<file path="config.mk">
export PLATFORM = sky130hd
export DESIGN_NAME = decode_unit
export DESIGN_NICKNAME = d
export VERILOG_FILES = /design/src/logic/isa_pkg.sv /design/src/logic/ctl_pkg.sv /design/src/logic/ir_stage.sv /design/src/logic/opcode_decoder.sv /design/src/logic/legality_check.sv /design/src/logic/decode_cfg.sv /design/src/logic/decode_unit.sv
export SDC_FILE = /design/constraint.sdc
export NUM_CORES = 1
export LEC_CHECK = 0
export BUFFER_PORTS_ARGS = -buffer_cell sky130_fd_sc_hd__buf_2
export CORE_UTILIZATION = 30
export CTS_CLUSTER_DIAMETER = 40
export DETAILED_ROUTE_END_ITERATION = 8
export GPL_TIMING_DRIVEN = 0
export PLACE_DENSITY = 0.56
export SETUP_SLACK_MARGIN = 0.5
export SKIP_LAST_GASP = 1
export SYNTH_ARGS = -nofsm -noshare
export SYNTH_HDL_FRONTEND = slang
export SYNTH_HIERARCHICAL = 1
export SYNTH_SLANG_ARGS = --single-unit
</file>
<file path="constraint.sdc">
create_clock -name strob1 -period 6 [get_ports strob1]
set_input_delay 0.9 -clock strob1 [delete_from_list [all_inputs] [get_ports strob1]]
set_output_delay 0.9 -clock strob1 [all_outputs]
set_load 0.01 [all_outputs]
</file>
<file path="src/logic/isa_pkg.sv">
/*
	Instruction word formats and opcode constants of the 16-bit minicomputer ISA.
	Bit numbering follows the reference manuals: IR bit 0 is the MSB, so the
	opcode (IR 0:5) sits in the top six bits of the packed word.
	Opcode values are given in octal, as in the machine documentation.
*/

package isa_pkg;

	// Two-register / normal argument layout
	typedef struct packed {
		logic [5:0] op;		// IR 0:5
		logic d;			// IR 6, D modifier
		logic [2:0] a;		// IR 7:9, register A
		logic [2:0] b;		// IR 10:12, B-modification register
		logic [2:0] c;		// IR 13:15, C=0 means argument in next word
	} norm_fmt_t;

	// KA1 short argument layout
	typedef struct packed {
		logic [5:0] op;		// IR 0:5
		logic d;			// Sign of short argument
		logic [2:0] a;		// IR 7:9
		logic [5:0] t;		// IR 10:15, argument magnitude
	} shrt_fmt_t;

	// Same IR bits, read either way
	typedef union packed {
		norm_fmt_t norm;
		shrt_fmt_t shrt;
	} insn_word_t;

	// Single-opcode groups
	localparam logic [5:0] OP_JS  = 6'o70;	// Short conditional jumps
	localparam logic [5:0] OP_KA2 = 6'o71;
	localparam logic [5:0] OP_C   = 6'o72;
	localparam logic [5:0] OP_S   = 6'o73;	// System group, HLT..LIP
	localparam logic [5:0] OP_J   = 6'o74;	// Conditional jumps
	localparam logic [5:0] OP_L   = 6'o75;
	localparam logic [5:0] OP_G   = 6'o76;
	localparam logic [5:0] OP_BN  = 6'o77;

	// Opcode ranges
	localparam logic [5:0] OP_KA1_LO  = 6'o60;
	localparam logic [5:0] OP_KA1_HI  = 6'o67;
	localparam logic [5:0] OP_NORM_LO = 6'o20;
	localparam logic [5:0] OP_NORM_HI = 6'o57;

	// IN/OU live below 020, top bits 00
	localparam logic [5:0] OP_IN = 6'o06;
	localparam logic [5:0] OP_OU = 6'o07;

	// Highest A field that names a real S group instruction
	localparam logic [2:0] S_A_MAX = 3'd4;

endpackage

</file>
<file path="src/logic/ctl_pkg.sv">
/*
	Decode stage control types: instruction class, R0 flags, the decode
	record passed downstream and the configuration register map.
	The record carries the raw word as plain bits.
*/

package ctl_pkg;

	typedef enum logic [2:0] {
		CL_NORM,		// 020..057, normal argument
		CL_SHORT,		// KA1, short argument
		CL_JUMP_S,
		CL_JUMP,
		CL_SYS,
		CL_BN,
		CL_IO,
		CL_OTHER
	} insn_class_e;

	// R0 bits 0:8, z is the MSB
	typedef struct packed {
		logic z;
		logic m;
		logic v;
		logic c;
		logic l;
		logic e;
		logic g;
		logic y;
		logic x;
	} r0_flags_t;

	typedef struct packed {
		logic [15:0] word;			// IR as decoded
		insn_class_e cls;
		logic [2:0] reg_a;
		logic [2:0] reg_b;
		logic signed [6:0] short_arg;	// KA1 argument, D gives sign
		logic need_arg;				// Argument word follows
		logic illegal;
		logic ineffective;
	} decode_rec_t;

	typedef struct packed {
		logic inou_user_illegal;	// wdata bit 1
		logic drop_ineffective;		// wdata bit 0
	} cfg_t;

	localparam logic CFG_ADDR_CTRL   = 1'b0;
	localparam logic CFG_ADDR_ILLCNT = 1'b1;
	localparam int CFG_DATA_W = 8;
	localparam int ILLCNT_W   = 8;

endpackage

</file>
<file path="src/logic/ir_stage.sv">
/*
	One-entry instruction register on a valid/ready input.
	Refills on the same edge it empties.
	invalidate holds the IR for that cycle and zeroes IR bits 0:1, so the
	word decodes as illegal on the following cycle.
*/
`timescale 1ns/1ps

module ir_stage import isa_pkg::*; (
	input logic strob1,
	input logic rst_n,
	input logic in_valid,
	input insn_word_t in_word,
	input logic invalidate,
	input logic ir_take,
	output logic in_ready,
	output insn_word_t ir,
	output logic ir_valid
);

	logic ir_full;		// IR holds a word
	logic load;

	// Word stays put while invalidate rewrites it
	assign ir_valid = ir_full & ~invalidate;
	assign in_ready = ~ir_full | ir_take;
	assign load = in_valid & in_ready;

	always_ff @(posedge strob1) begin
		if (!rst_n) begin
			ir_full <= 1'b0;
		end else if (in_ready) begin
			ir_full <= in_valid;	// Empty, or emptying this edge
		end
	end

	// IR payload
	always_ff @(posedge strob1) begin
		if (load) begin
			ir <= in_word;
		end else if (ir_full && invalidate) begin
			ir.norm.op[5:4] <= 2'b00;	// Kill opcode group
		end
	end

endmodule

</file>
<file path="src/logic/opcode_decoder.sv">
/*
	Combinational field and class decode of the IR.
	illegal and ineffective are left at zero; legality_check fills them.
	short_arg is only non-zero for the KA1 group.
*/
`timescale 1ns/1ps

module opcode_decoder import isa_pkg::*, ctl_pkg::*; (
	input insn_word_t ir,
	output decode_rec_t rec
);

	logic [5:0] op;
	insn_class_e cls;
	logic signed [6:0] t_ext;

	assign op = ir.norm.op;
	assign t_ext = {1'b0, ir.shrt.t};	// Magnitude, always positive

	always_comb begin
		if (op >= OP_NORM_LO && op <= OP_NORM_HI) begin
			cls = CL_NORM;
		end else if (op >= OP_KA1_LO && op <= OP_KA1_HI) begin
			cls = CL_SHORT;
		end else begin
			case (op)
				OP_JS: cls = CL_JUMP_S;
				OP_J: cls = CL_JUMP;
				OP_S: cls = CL_SYS;
				OP_BN: cls = CL_BN;
				OP_IN, OP_OU: cls = CL_IO;
				default: cls = CL_OTHER;	// KA2, C, L, G and the 00 group
			endcase
		end
	end

	always_comb begin
		rec = '0;
		rec.word = ir;
		rec.cls = cls;
		rec.reg_a = ir.norm.a;
		rec.reg_b = ir.norm.b;
		if (cls == CL_SHORT) begin
			rec.short_arg = ir.shrt.d ? -t_ext : t_ext;	// D set, negative
		end
		// Argument word follows when C is zero
		rec.need_arg = (cls == CL_NORM || cls == CL_IO) && (ir.norm.c == 3'd0);
	end

endmodule

</file>
<file path="src/logic/legality_check.sv">
/*
	Illegal/ineffective judgement and the registered output stage.
	Record is captured when the IR is valid and the output register is
	empty or being read. With drop_ineffective set, ineffective words are
	consumed without a record. ill_event counts only records that are kept.
*/
`timescale 1ns/1ps

module legality_check import isa_pkg::*, ctl_pkg::*; (
	input logic strob1,
	input logic rst_n,
	input decode_rec_t rec_in,
	input logic ir_valid,
	input r0_flags_t r0,
	input logic q,
	input logic p,
	input cfg_t cfg,
	input logic out_ready,
	output logic ir_take,
	output logic ill_event,
	output logic out_valid,
	output decode_rec_t out_rec
);

	logic [1:0] op_hi;		// IR bits 0:1
	logic illegal;
	logic jump_nef;		// Condition flag clear
	logic ineff;
	logic drop;
	logic out_free;

	assign op_hi = rec_in.word[15:14];

	assign illegal = (op_hi == 2'b00 && rec_in.cls != CL_IO)
		|| (rec_in.cls == CL_SYS && (rec_in.reg_a > S_A_MAX || q))	// Bad A, or user mode
		|| (rec_in.cls == CL_IO && q && cfg.inou_user_illegal);

	always_comb begin
		jump_nef = 1'b0;
		if (rec_in.cls == CL_JUMP_S) begin
			case (rec_in.reg_a)
				3'd4: jump_nef = ~r0.v;
				3'd5: jump_nef = ~r0.x;
				3'd6: jump_nef = ~r0.y;
				3'd7: jump_nef = ~r0.c;
				default: jump_nef = 1'b0;	// Unconditional forms
			endcase
		end else if (rec_in.cls == CL_JUMP) begin
			case (rec_in.reg_a)
				3'd1: jump_nef = ~r0.l;
				3'd2: jump_nef = ~r0.e;
				3'd3: jump_nef = ~r0.g;
				3'd4: jump_nef = ~r0.z;
				3'd5: jump_nef = ~r0.m;
				default: jump_nef = 1'b0;
			endcase
		end
	end

	assign ineff = illegal | p | jump_nef;	// P set skips anything
	assign drop = ineff & cfg.drop_ineffective;
	assign out_free = ~out_valid | out_ready;
	assign ir_take = ir_valid & out_free;
	assign ill_event = ir_take & illegal & ~drop;

	always_ff @(posedge strob1) begin
		if (!rst_n) begin
			out_valid <= 1'b0;
		end else if (out_free) begin
			out_valid <= ir_valid & ~drop;
		end
	end

	always_ff @(posedge strob1) begin
		if (ir_take && !drop) begin
			out_rec <= rec_in;
			out_rec.illegal <= illegal;
			out_rec.ineffective <= ineff;
		end
	end

endmodule

</file>
<file path="src/logic/decode_cfg.sv">
/*
	Configuration register and saturating illegal-instruction counter.
	Writes land at the next edge; reads are combinational.
	Any write to the counter address clears it.
*/
`timescale 1ns/1ps

module decode_cfg import ctl_pkg::*; (
	input logic strob1,
	input logic rst_n,
	input logic cfg_wr,
	input logic cfg_addr,
	input logic [CFG_DATA_W-1:0] cfg_wdata,
	input logic ill_event,
	output logic [CFG_DATA_W-1:0] cfg_rdata,
	output cfg_t cfg
);

	logic [ILLCNT_W-1:0] ill_cnt;

	always_ff @(posedge strob1) begin
		if (!rst_n) begin
			cfg <= '0;
		end else if (cfg_wr && cfg_addr == CFG_ADDR_CTRL) begin
			cfg <= cfg_t'(cfg_wdata[1:0]);	// Bit 1 IN/OU, bit 0 drop
		end
	end

	always_ff @(posedge strob1) begin
		if (!rst_n) begin
			ill_cnt <= '0;
		end else if (cfg_wr && cfg_addr == CFG_ADDR_ILLCNT) begin
			ill_cnt <= '0;	// Clear on write
		end else if (ill_event && ill_cnt != '1) begin
			ill_cnt <= ill_cnt + 1'b1;	// Sticks at max
		end
	end

	assign cfg_rdata = (cfg_addr == CFG_ADDR_CTRL) ? CFG_DATA_W'(cfg) : CFG_DATA_W'(ill_cnt);

endmodule

</file>
<file path="src/logic/decode_unit.sv">
/*
	Instruction decode stage top level.
	Two cycles from input handshake to output record with no stalls.
	Side inputs r0, q and p are sampled while the word sits in the IR.
*/
`timescale 1ns/1ps

module decode_unit import isa_pkg::*, ctl_pkg::*; (
	input logic strob1,
	input logic rst_n,
	input logic in_valid,
	output logic in_ready,
	input insn_word_t in_word,
	output logic out_valid,
	input logic out_ready,
	output decode_rec_t out_rec,
	input logic cfg_wr,
	input logic cfg_addr,
	input logic [CFG_DATA_W-1:0] cfg_wdata,
	output logic [CFG_DATA_W-1:0] cfg_rdata,
	input r0_flags_t r0,
	input logic q,
	input logic p,
	input logic invalidate
);

	insn_word_t ir;
	logic ir_valid;
	logic ir_take;
	logic ill_event;
	decode_rec_t dec_rec;	// Partial, legality bits zero
	cfg_t cfg;

	ir_stage u_ir_stage (
		.strob1(strob1), .rst_n(rst_n),
		.in_valid(in_valid), .in_word(in_word), .invalidate(invalidate),
		.ir_take(ir_take), .in_ready(in_ready), .ir(ir), .ir_valid(ir_valid)
	);

	opcode_decoder u_opcode_decoder (.ir(ir), .rec(dec_rec));

	legality_check u_legality_check (
		.strob1(strob1), .rst_n(rst_n),
		.rec_in(dec_rec), .ir_valid(ir_valid), .r0(r0), .q(q), .p(p), .cfg(cfg),
		.out_ready(out_ready), .ir_take(ir_take), .ill_event(ill_event),
		.out_valid(out_valid), .out_rec(out_rec)
	);

	decode_cfg u_decode_cfg (
		.strob1(strob1), .rst_n(rst_n),
		.cfg_wr(cfg_wr), .cfg_addr(cfg_addr), .cfg_wdata(cfg_wdata),
		.ill_event(ill_event), .cfg_rdata(cfg_rdata), .cfg(cfg)
	);

endmodule

</file>
# Yosys cells after proc, flatten, opt, wreduce, memory -nomap -nowiden
# Cells that the tools add are included.
# word_totals
register_bits	63
input_bits	42
out_inout_bits	45
wordCells	104
# op_classes
n_addsub	2
order_cmp	5
eq_ne	20
muxes	11
n_bitwise	26
n_reduce_logical	24
# ops
cell	count
$eq A6 B6 Y1 const B	4
$eq A3 B3 Y1 const B	6
$not A1 Y1	15
$pmux W3 S5	1
$eq A3 B2 Y1 const B	4
$eq A6 B3 Y1 const B	2
$le A6 B6 Y1 const B	2
$logic_and A1 B1 Y1	12
$add A8 B1 Y8 const B	1
$mux W8	1
$ne A8 B8 Y1 const B	1
$and A1 B1 Y1	7
$neg A6 Y7	1
$eq A3 B1 Y1 const B	2
$ge A6 B5 Y1 const B	1
$ge A6 B6 Y1 const B	1
$logic_not A3 Y1	2
$mux W3	2
$mux W6	1
$pmux W1 S5	1
$logic_or A1 B1 Y1	4
$mux W2	2
$or A1 B1 Y1	4
$pmux W1 S4	1
other kinds (8)	10

# Logic depth before layout (Yosys ltp)
# Gate-level depths: netlist of run 1.
# depth
ltp_word	15
mapped_depth	12
mapped_depth_nobuf	12

# Modules after synthesis
# The synthesis of run 1 kept the hierarchy.
# by_module_without_submodules
module	instances	cells_each	area_per_inst_um2	seq_area_each_um2
legality_check	1	66	1287.5	1071.0
decode_cfg	1	63	571.8	200.2
ir_stage	1	25	559.3	500.5
opcode_decoder	1	71	483.0	0.0

# Least setup slack after synthesis of run 1
# No wires, ideal clock.
# synth_timing
kind	register to register
start	register u_ir_stage/ir[14] (netlist bit)
end	register, netlist name u_legality_check/out_rec[0]
setup_time_ns	0.439
arrival_time_ns	3.664
required_ns	5.561
slack_ns	1.897
path_stages_with_launch	10
path_buffers	0
period_less_slack_ns	4.103
cell_sequence	edfxtp_1 ha_1 nand4b_1 a21oi_1 nor3_1 nor2b_1 nor2_1 a211oi_1 or4_4 a21oi_1
# synth_lines
item	line_no	rtl
start, declared	ir_stage.sv:17	output insn_word_t ir,
start signal, assigned	ir_stage.sv:40	ir <= in_word;

==> results of run 1 <==
## critical path: stages, from the launching register on
cell and delay, ns:
edfxtp_1 0.38, ha_1 0.27, nand4bb_1 0.18, a21oi_1 0.08
nor3_1 0.47, nor2b_1 0.13, nor2_1 0.11, a211oi_1 0.08
or4_4 0.58, a21oi_4 0.44, buf_16 0.23
## state kept, by name, summed over array words and instances (netlist names)
signal and flops:
u_legality_check/out_rec 35, u_ir_stage/ir 16, u_ir_stage/ir_full 1, u_decode_cfg/cfg 2, u_legality_check/out_valid 1, u_decode_cfg/ill_cnt 8
## metrics by stage
| stage | hold WS, ns | cell area, um^2 | utilization [%] |
|---|---|---|---|
| global placement | 0.496 | 3440 | 37.1 |
| global route | 0.552 | 3670 | 39.6 |
| finish | 0.517 | 3670 | 39.6 |
| detailed placement | 0.507 | 3480 | 37.5 |
| CTS | 0.519 | 3670 | 39.6 |
| floorplan | 0.469 | 2880 | - |
## routing by layer
metal / global-route usage [%] / share of wire (%) / vias up
met4: 6.69 / 1.6 / 0
met5: 0 / 0 / -
met3: 2.99 / 5.2 / 6
met2: 18.4 / 47 / 42
met1: 14.3 / 46 / 864
li1: - / - / 983
## final cells by class
type	instances	area share (%)
multi-input combinational	123	24.5
buffer	25	4.94
sequential	63	48.2
clock buffer	11	3.58
clock inverter	5	1.60
timing repair buffer	81	11.6
tap	129	4.39
inverter	11	1.12
## worst paths after layout
check | startpoint | endpoint | slack (ns)
worst min-delay path | u_decode_cfg/ill_cnt[1] | u_decode_cfg/ill_cnt[1] | 0.52
worst max-delay path | u_ir_stage/ir[15] | u_legality_check/out_rec[13] | 2.75
worst max register to register | u_ir_stage/ir[15] | u_legality_check/out_rec[13] | 2.75
worst min register to register | u_decode_cfg/ill_cnt[1] | u_decode_cfg/ill_cnt[1] | 0.52
## layout by cell type, fill, tap and decap left out, drive strengths merged, types with 2 or more instances in the layout
master	count
nand3b	2
a311oi	2
and4	2
mux2	2
nand3	2
a21oi	11
nand4	2
clkbuf	12
a211oi	3
ha	5
a21boi	5
dfxtp	12
mux2i	10
edfxtp	51
nand2b	7
clkinv	2
nor2	8
nor2b	5
and3	3
a31oi	2
o21ai	3
o21a	2
nand2	13
inv	11
and2	7
nor4b	2
nor3	6
nor3b	5
clkinvlp	2
buf	105
## power groups by stage
stage / Clock, uW / Combinational, uW / Sequential [uW]
after floorplan: 0 / 60.0 / 523
after global placement: 0 / 103 / 520
after detailed placement: 0 / 107 / 520
after CTS: 361 / 108 / 510
after global routing: 383 / 117 / 512
final: 350 / 105 / 510
==> qor.yml, run 1 <==
outcome: "finished, final reports clean"
cts_setup_buffers: 0
holdBufCountCts: 0
clk_latency_ns: 0.33
area_growth_syn_to_layout_pct: 27.4
route.vias.total: 1895
p_int_uw: 740
fmax_mhz: 307
slew_headroom_pct: 50.0
initial_core_util_pct: 31.1
fp-row-count: 35
min_path_cells: 2
arrival_ns: 3.28
worst_slack_ns: 2.75
wirelength_mm: 5.52
switching_share_pct: 23.3
cp.required_ns: 6.03
synth_nets: 269
ir_worst_vdd_uv: 128
synthCells: 222
place.detailed.hpwl_mm: 4.16
grt_use_total_pct: 11.6
min-delay-path-class: "reg -> reg"
grt_pass1_vias: 1863
p_per_area_nw_per_um2: 263
antenna_found_initial: 0
skew_ns: 0.0160
p_switching_uw: 225
cp-start-kind: "flop"
multi_input_area_um2: 900
cts-buffers-inserted: 9
post_cts_resized: 0
drt_iter0_markers: 39
diodes: 0
fillers: 915
avgSynthCellArea_um2: 13.0
die-area_um2: 10000
leakage_uw: 0.00148
drv_slew: 0
ioPinCount: 87
power_frac_seq_pct: 52.8
cap_violations: 0
end_kind: "flop"
avgViaCountPerCell: 4.23
tightest_slew_ns: 0.751
coreArea_um2: 9280
seq_area_um2: 1770
io_buffers: 80
grt_remaining_overflow: 0
dp_cells: 432
nNetsFinal: 361
crit_fanout: 25
drive_above_1_share_pct: 41.7
netlist_area_um2: 2880
die_w_um: 100
finalSetupViolations: 0
r2r_cells: 10
grt_pass1_wl_mm: 8.74
period_share_pct: 54.2
place_congestion: 0.752
dieHeight_um: 100
grt_max_degree: 26
clkTransAtPathRegs_ns: 0.08
place_ws_ns: 2.68
antenna_left: 0
rsz0062_at_grt: "false"
cts_tree: "built"
pwr-share-clk_pct: 36.3
cts_buffer_depth: 2
fin_total_pwr_uw: 965
wl_per_cell_um: 12.3
p_comb_share_pct: 10.9
ctsRootBufferMaster: "clkbuf_8"
final_cells: 448
drc_errors: 0
period_needed_ns: 3.25
critPathKind: "reg -> reg"
h-tree-depth: 3
finalHoldViolCount: 0
cts.sinks: 63
drt_first_pass_iters: 4
fin_tns_setup_ns: 0
yosysWarnings: 6
Note: power is estimated with default switching activity, not from simulation.
==> run 2, diff against run 1 <==
- clock period: 6 -> 3.1 ns (I/O delays scaled with it)
==> run 2 against run 1 <==
Compared with the run above: power grew 110%; sequential power grew 94%; largest power group unchanged; sequential cell count is the same; non-clock buffer count grew 11.
==> qor.yml, run 2 (same netlist as run 1, synthesis figures left out) <==
outcome: "finished, final reports clean"
clkTransAtPathRegs_ns: 0.08
die-area_um2: 10000
antenna_found_initial: 0
coreArea_um2: 9280
crit_top_cell: "a21oi_4"
place_congestion: 0.748
crit_slowest_cell: "or4_4"
p_switching_uw: 480
final_common_cell: "buf_2"
place.detailed.hpwl_mm: 4.10
drv_slew: 0
cts_tree: "built"
grt_max_degree: 19
critPathKind: "reg -> reg"
h-tree-depth: 3
tightest_slew_ns: 0.744
holdBufCountCts: 0
cp.required_ns: 3.16
wl_per_cell_um: 13.6
cap_violations: 0
initial_core_util_pct: 31.1
ir_worst_vdd_uv: 162
ctsRootBufferMaster: "clkbuf_8"
worst-path-buf-inv: 2
nNetsFinal: 373
period_needed_ns: 2.73
grt_remaining_overflow: 0
cts_buffer_depth: 2
ioPinCount: 87
skew_ns: 0.0113
drt_iter0_markers: 49
p_int_uw: 1550
fin_tns_setup_ns: 0
drc_errors: 0
cts-buffers-inserted: 9
grt_use_total_pct: 12.9
power_frac_seq_pct: 48.8
slew_headroom_pct: 50.4
p_comb_share_pct: 12.8
largestRegisters: "u_legality_check/out_rec x35, u_ir_stage/ir x16, u_decode_cfg/ill_cnt x8"
leakage_uw: 0.00157
min-delay-path-class: "in -> reg"
fp-row-count: 35
period_share_pct: 88.1
cp_top_family: "simple AND/OR/NAND/NOR gates"
avgViaCountPerCell: 4.47
clk_latency_ns: 0.34
p_per_area_nw_per_um2: 515
drt_first_pass_iters: 4
cts.sinks: 63
end_kind: "flop"
area_growth_syn_to_layout_pct: 36.5
arrival_ns: 2.79
grt_pass1_vias: 1887
dieHeight_um: 100
largest-register: "u_legality_check/out_rec"
path_cells: "ha_4 > nand4bb_4 > a21oi_4 > nor3_4 > nor2b_2 > a211oi_2 > buf_4 > or4_4 > a21oi_4 > buf_12"
fmax_mhz: 366
grt_pass1_wl_mm: 9.46
finalSetupViolations: 0
antenna_left: 0
cp-start-kind: "flop"
wirelength_mm: 6.26
rsz0062_at_grt: "true"
route.vias.total: 2057
finalHoldViolCount: 0
crit_fanout: 10
largest_register_ffs: 35
drive_above_1_share_pct: 48.9
dp_cells: 431
max_stage_delay_ns: 0.49
fillers: 930
io_buffers: 80
final_cell_mix: "81 x buf_2, 51 x edfxtp_1, 30 x buf_4"
die_w_um: 100
final_cells: 460
diodes: 0
switching_share_pct: 23.7
pwr-share-clk_pct: 38.3
==> run 2: area by class of cell <==
type,count,area [um^2],area share (%)
flip-flops and latches,63,1770,45.0
multi-input cells,124,1030,26.2
repair buffers,92,536,13.6
plain buffers,25,181,4.61
well taps,129,161,4.10
clock buffers,10,128,3.24
clock inverters,6,85.1,2.16
inverters,11,41.3,1.05
==> run 2: path summary, 6_finish.rpt <==
path	start	cells after the start	slack, ns	end
max	u_ir_stage/ir[14]	10	0.37	u_legality_check/out_rec[2]
min	in_word[3]	1	0.30	u_ir_stage/ir[3]
max reg2reg	u_ir_stage/ir[14]	10	0.37	u_legality_check/out_rec[2]
min reg2reg	u_decode_cfg/ill_cnt[4]	2	0.51	u_decode_cfg/ill_cnt[4]
==> run 2: timing repair <==
action / 4_1_cts / 5_1_grt
pin swaps: 5 / 5
setup buffers: 9 / 3
endpoints found under the setup margin: 43 / 43
gates resized for setup: 11 / 13
cloned: 1 / 0
==> run 2: metal layers <==
| layer | up-vias | wire [um] | global-route usage, % | part of all wire (%) |
|---|---|---|---|---|
| met3 | 8 | 303 | 3.34 | 4.8 |
| met5 | - | 0 | 0 | 0 |
| li1 | 1007 | - | - | - |
| met1 | 990 | 2810 | 16.0 | 45 |
| met4 | 0 | 104 | 6.35 | 1.7 |
| met2 | 52 | 3040 | 20.7 | 49 |
==> run 2: power groups by stage <==
stage          combinational [uW]  clock, uW  sequential (uW)
6_report                      260        777              989
3_3_place_gp                  202          0             1010
4_1_cts                       245        795              989
5_1_grt                       284        834              994
3_5_place_dp                  205          0             1010
2_1_floorplan                 120          0             1010
==> run 2: stage by stage <==
step | util (%) | hold slack [ns] | power (uW) | instance area (um^2) | worst slack [ns]
2_1_floorplan | - | 0.470 | 1130 | 2910 | 0.198
3_3_place_gp | 37.4 | 0.494 | 1210 | 3470 | -0.263
3_5_place_dp | 37.4 | 0.506 | 1210 | 3470 | -0.350
4_1_cts | 41.4 | 0.285 | 2030 | 3850 | 0.379
5_1_grt | 42.4 | 0.281 | 2110 | 3940 | 0.253
6_report | 42.4 | 0.298 | 2030 | 3940 | 0.368
==> run 2: worst reg2reg max path: cells and delay by family, from the launching register on <==
family / cells / cell delay (ns)
simple gates: 4 / 0.98
buf+inv: 2 / 0.31
fa+ha+maj: 1 / 0.21
flops: 1 / 0.45
compound gates: 3 / 0.51
==> run 3, diff against run 2 <==
- CORE_UTILIZATION: 30 -> 51
- PLACE_DENSITY: 0.56 -> 0.84
==> run 3 against run 2 <==
Compared with the run above: worst hold slack worse by 0.0077 ns; critical endpoint is now u_legality_check/out_rec[15]; critical path type unchanged; clock skew is 0.0026 ns higher; power is 5.5% lower; non-clock buffer count is 5 lower; register-to-register slack better by 0.03 ns.
==> qor.yml, run 3 (same netlist as run 1, synthesis figures left out) <==
arrival_ns: 2.75
grt_pass1_wl_mm: 8.63
min_path_cells: 1
io_buffers: 80
grt_use_total_pct: 19.2
period_share_pct: 87.1
largest-register: "u_legality_check/out_rec"
fp-row-count: 27
end_kind: "flop"
final_area_um2: 3770
ir_worst_vdd_uv: 278
die-area_um2: 5960
rsz0062_at_grt: "true"
antenna_found_initial: 0
grt_use_met3_pct: 6.31
final_common_cell: "buf_2"
clkTransAtPathRegs_ns: 0.08
place.detailed.hpwl_mm: 3.56
grt_use_met1_pct: 22.3
drv_slew: 0
grt_remaining_overflow: 0
final_cell_mix: "81 x buf_2, 51 x edfxtp_1, 28 x buf_4"
dieHeight_um: 77.2
critPathKind: "reg -> reg"
slew_headroom_pct: 54.2
grt_max_degree: 19
dp_cells: 374
cts_tree: "built"
largestRegisters: "u_legality_check/out_rec x35, u_ir_stage/ir x16, u_decode_cfg/ill_cnt x8"
grt_pass1_vias: 1879
antenna_left: 0
top_usage_layer: "met2"
cap_violations: 0
holdBufCountCts: 0
period_needed_ns: 2.70
cp.required_ns: 3.15
coreArea_um2: 5470
r2r_cells: 10
skew_ns: 0.0139
drt_first_pass_iters: 6
p_per_area_nw_per_um2: 508
wl_per_cell_um: 13.9
leakage_uw: 0.00153
ioPinCount: 87
cp-start-kind: "flop"
drc_errors: 0
post_dp_cell_area_um2: 3400
ctsRootBufferMaster: "clkbuf_8"
finalHoldViolCount: 0
nNetsFinal: 368
crit_fanout: 18
tightest_slew_ns: 0.687
clk_latency_ns: 0.34
drt_iter0_markers: 164
cts_buffer_depth: 2
min-delay-path-class: "in -> reg"
cts-buffers-inserted: 9
initial_core_util_pct: 52.7
drive_above_1_share_pct: 48.2
finalSetupViolations: 0
final_cells: 398
diodes: 0
grt.met2_usage_pct: 31.9
wirelength_mm: 5.52
h-tree-depth: 3
place_congestion: 0.816
outcome: "finished, final reports clean"
area_growth_syn_to_layout_pct: 30.6
route.vias.total: 2014
fmax_mhz: 370
cts.sinks: 63
die_w_um: 77.2
largest_register_ffs: 35
avgViaCountPerCell: 5.06
run 3: area by class of cell:
type | instances | area (um^2)
well taps | 72 | 90.1
repair buffers | 87 | 478
fillers | 414 | 1710
flip-flops and latches | 63 | 1770
clock inverters | 7 | 63.8
inverters | 11 | 41.3
clock buffers | 9 | 124
plain buffers | 25 | 181
multi-input cells | 124 | 1020
run 3: critical path, cell delays in order (launching register included):
cell       delay, ns
edfxtp_1        0.47
ha_4            0.22
nand4bb_4       0.23
a21oi_2         0.20
nor3_4          0.07
buf_4           0.15
nand3b_1        0.08
nor3_1          0.06
or4_4           0.54
a21oi_4         0.19
buf_12          0.18
run 3: what timing repair did:
action / in CTS / in global routing
buffers inserted: 5 / 2
cloned: 1 / 0
gates resized for setup: 12 / 6
setup endpoints to repair: 43 / 43
pin swaps: 5 / 0
hold endpoints to repair: 0 / 0
run 3: metal layers:
layer,vias up,routed length [um],part of all wire [%]
li1,1002,-,-
met1,937,2350,43
met2,66,2720,49
met3,9,353,6.4
met4,0,100,1.8
met5,-,0,0
run 3: stage by stage:
stage | worst slack, ns | total power [uW] | hold WS (ns) | setup TNS, ns | utilization, %
final | 0.399 | 1910 | 0.290 | 0 | 68.8
after global routing | 0.276 | 1980 | 0.283 | 0 | 68.8
after CTS | 0.422 | 1900 | 0.285 | 0 | 67.8
after detailed placement | -0.230 | 1200 | 0.497 | -8.00 | 62.1
after global placement | -0.178 | 1200 | 0.490 | -6.19 | 62.1
after floorplan | 0.198 | 1130 | 0.470 | 0 | -
run 3: final timing paths:
kind / start / to / slack [ns]
min: in_word[5] / u_ir_stage/ir[5] / 0.29
max reg2reg: u_ir_stage/ir[14] / u_legality_check/out_rec[15] / 0.40
max: u_ir_stage/ir[14] / u_legality_check/out_rec[15] / 0.40
min reg2reg: u_decode_cfg/ill_cnt[1] / u_decode_cfg/ill_cnt[1] / 0.51
run 3: power by group:
group	internal, uW	switching, uW	leakage [uW]	total, uW
sequential	962	25.6	0.000567	988
combinational	119	120	0.000866	238
clock	364	323	0.0000924	687
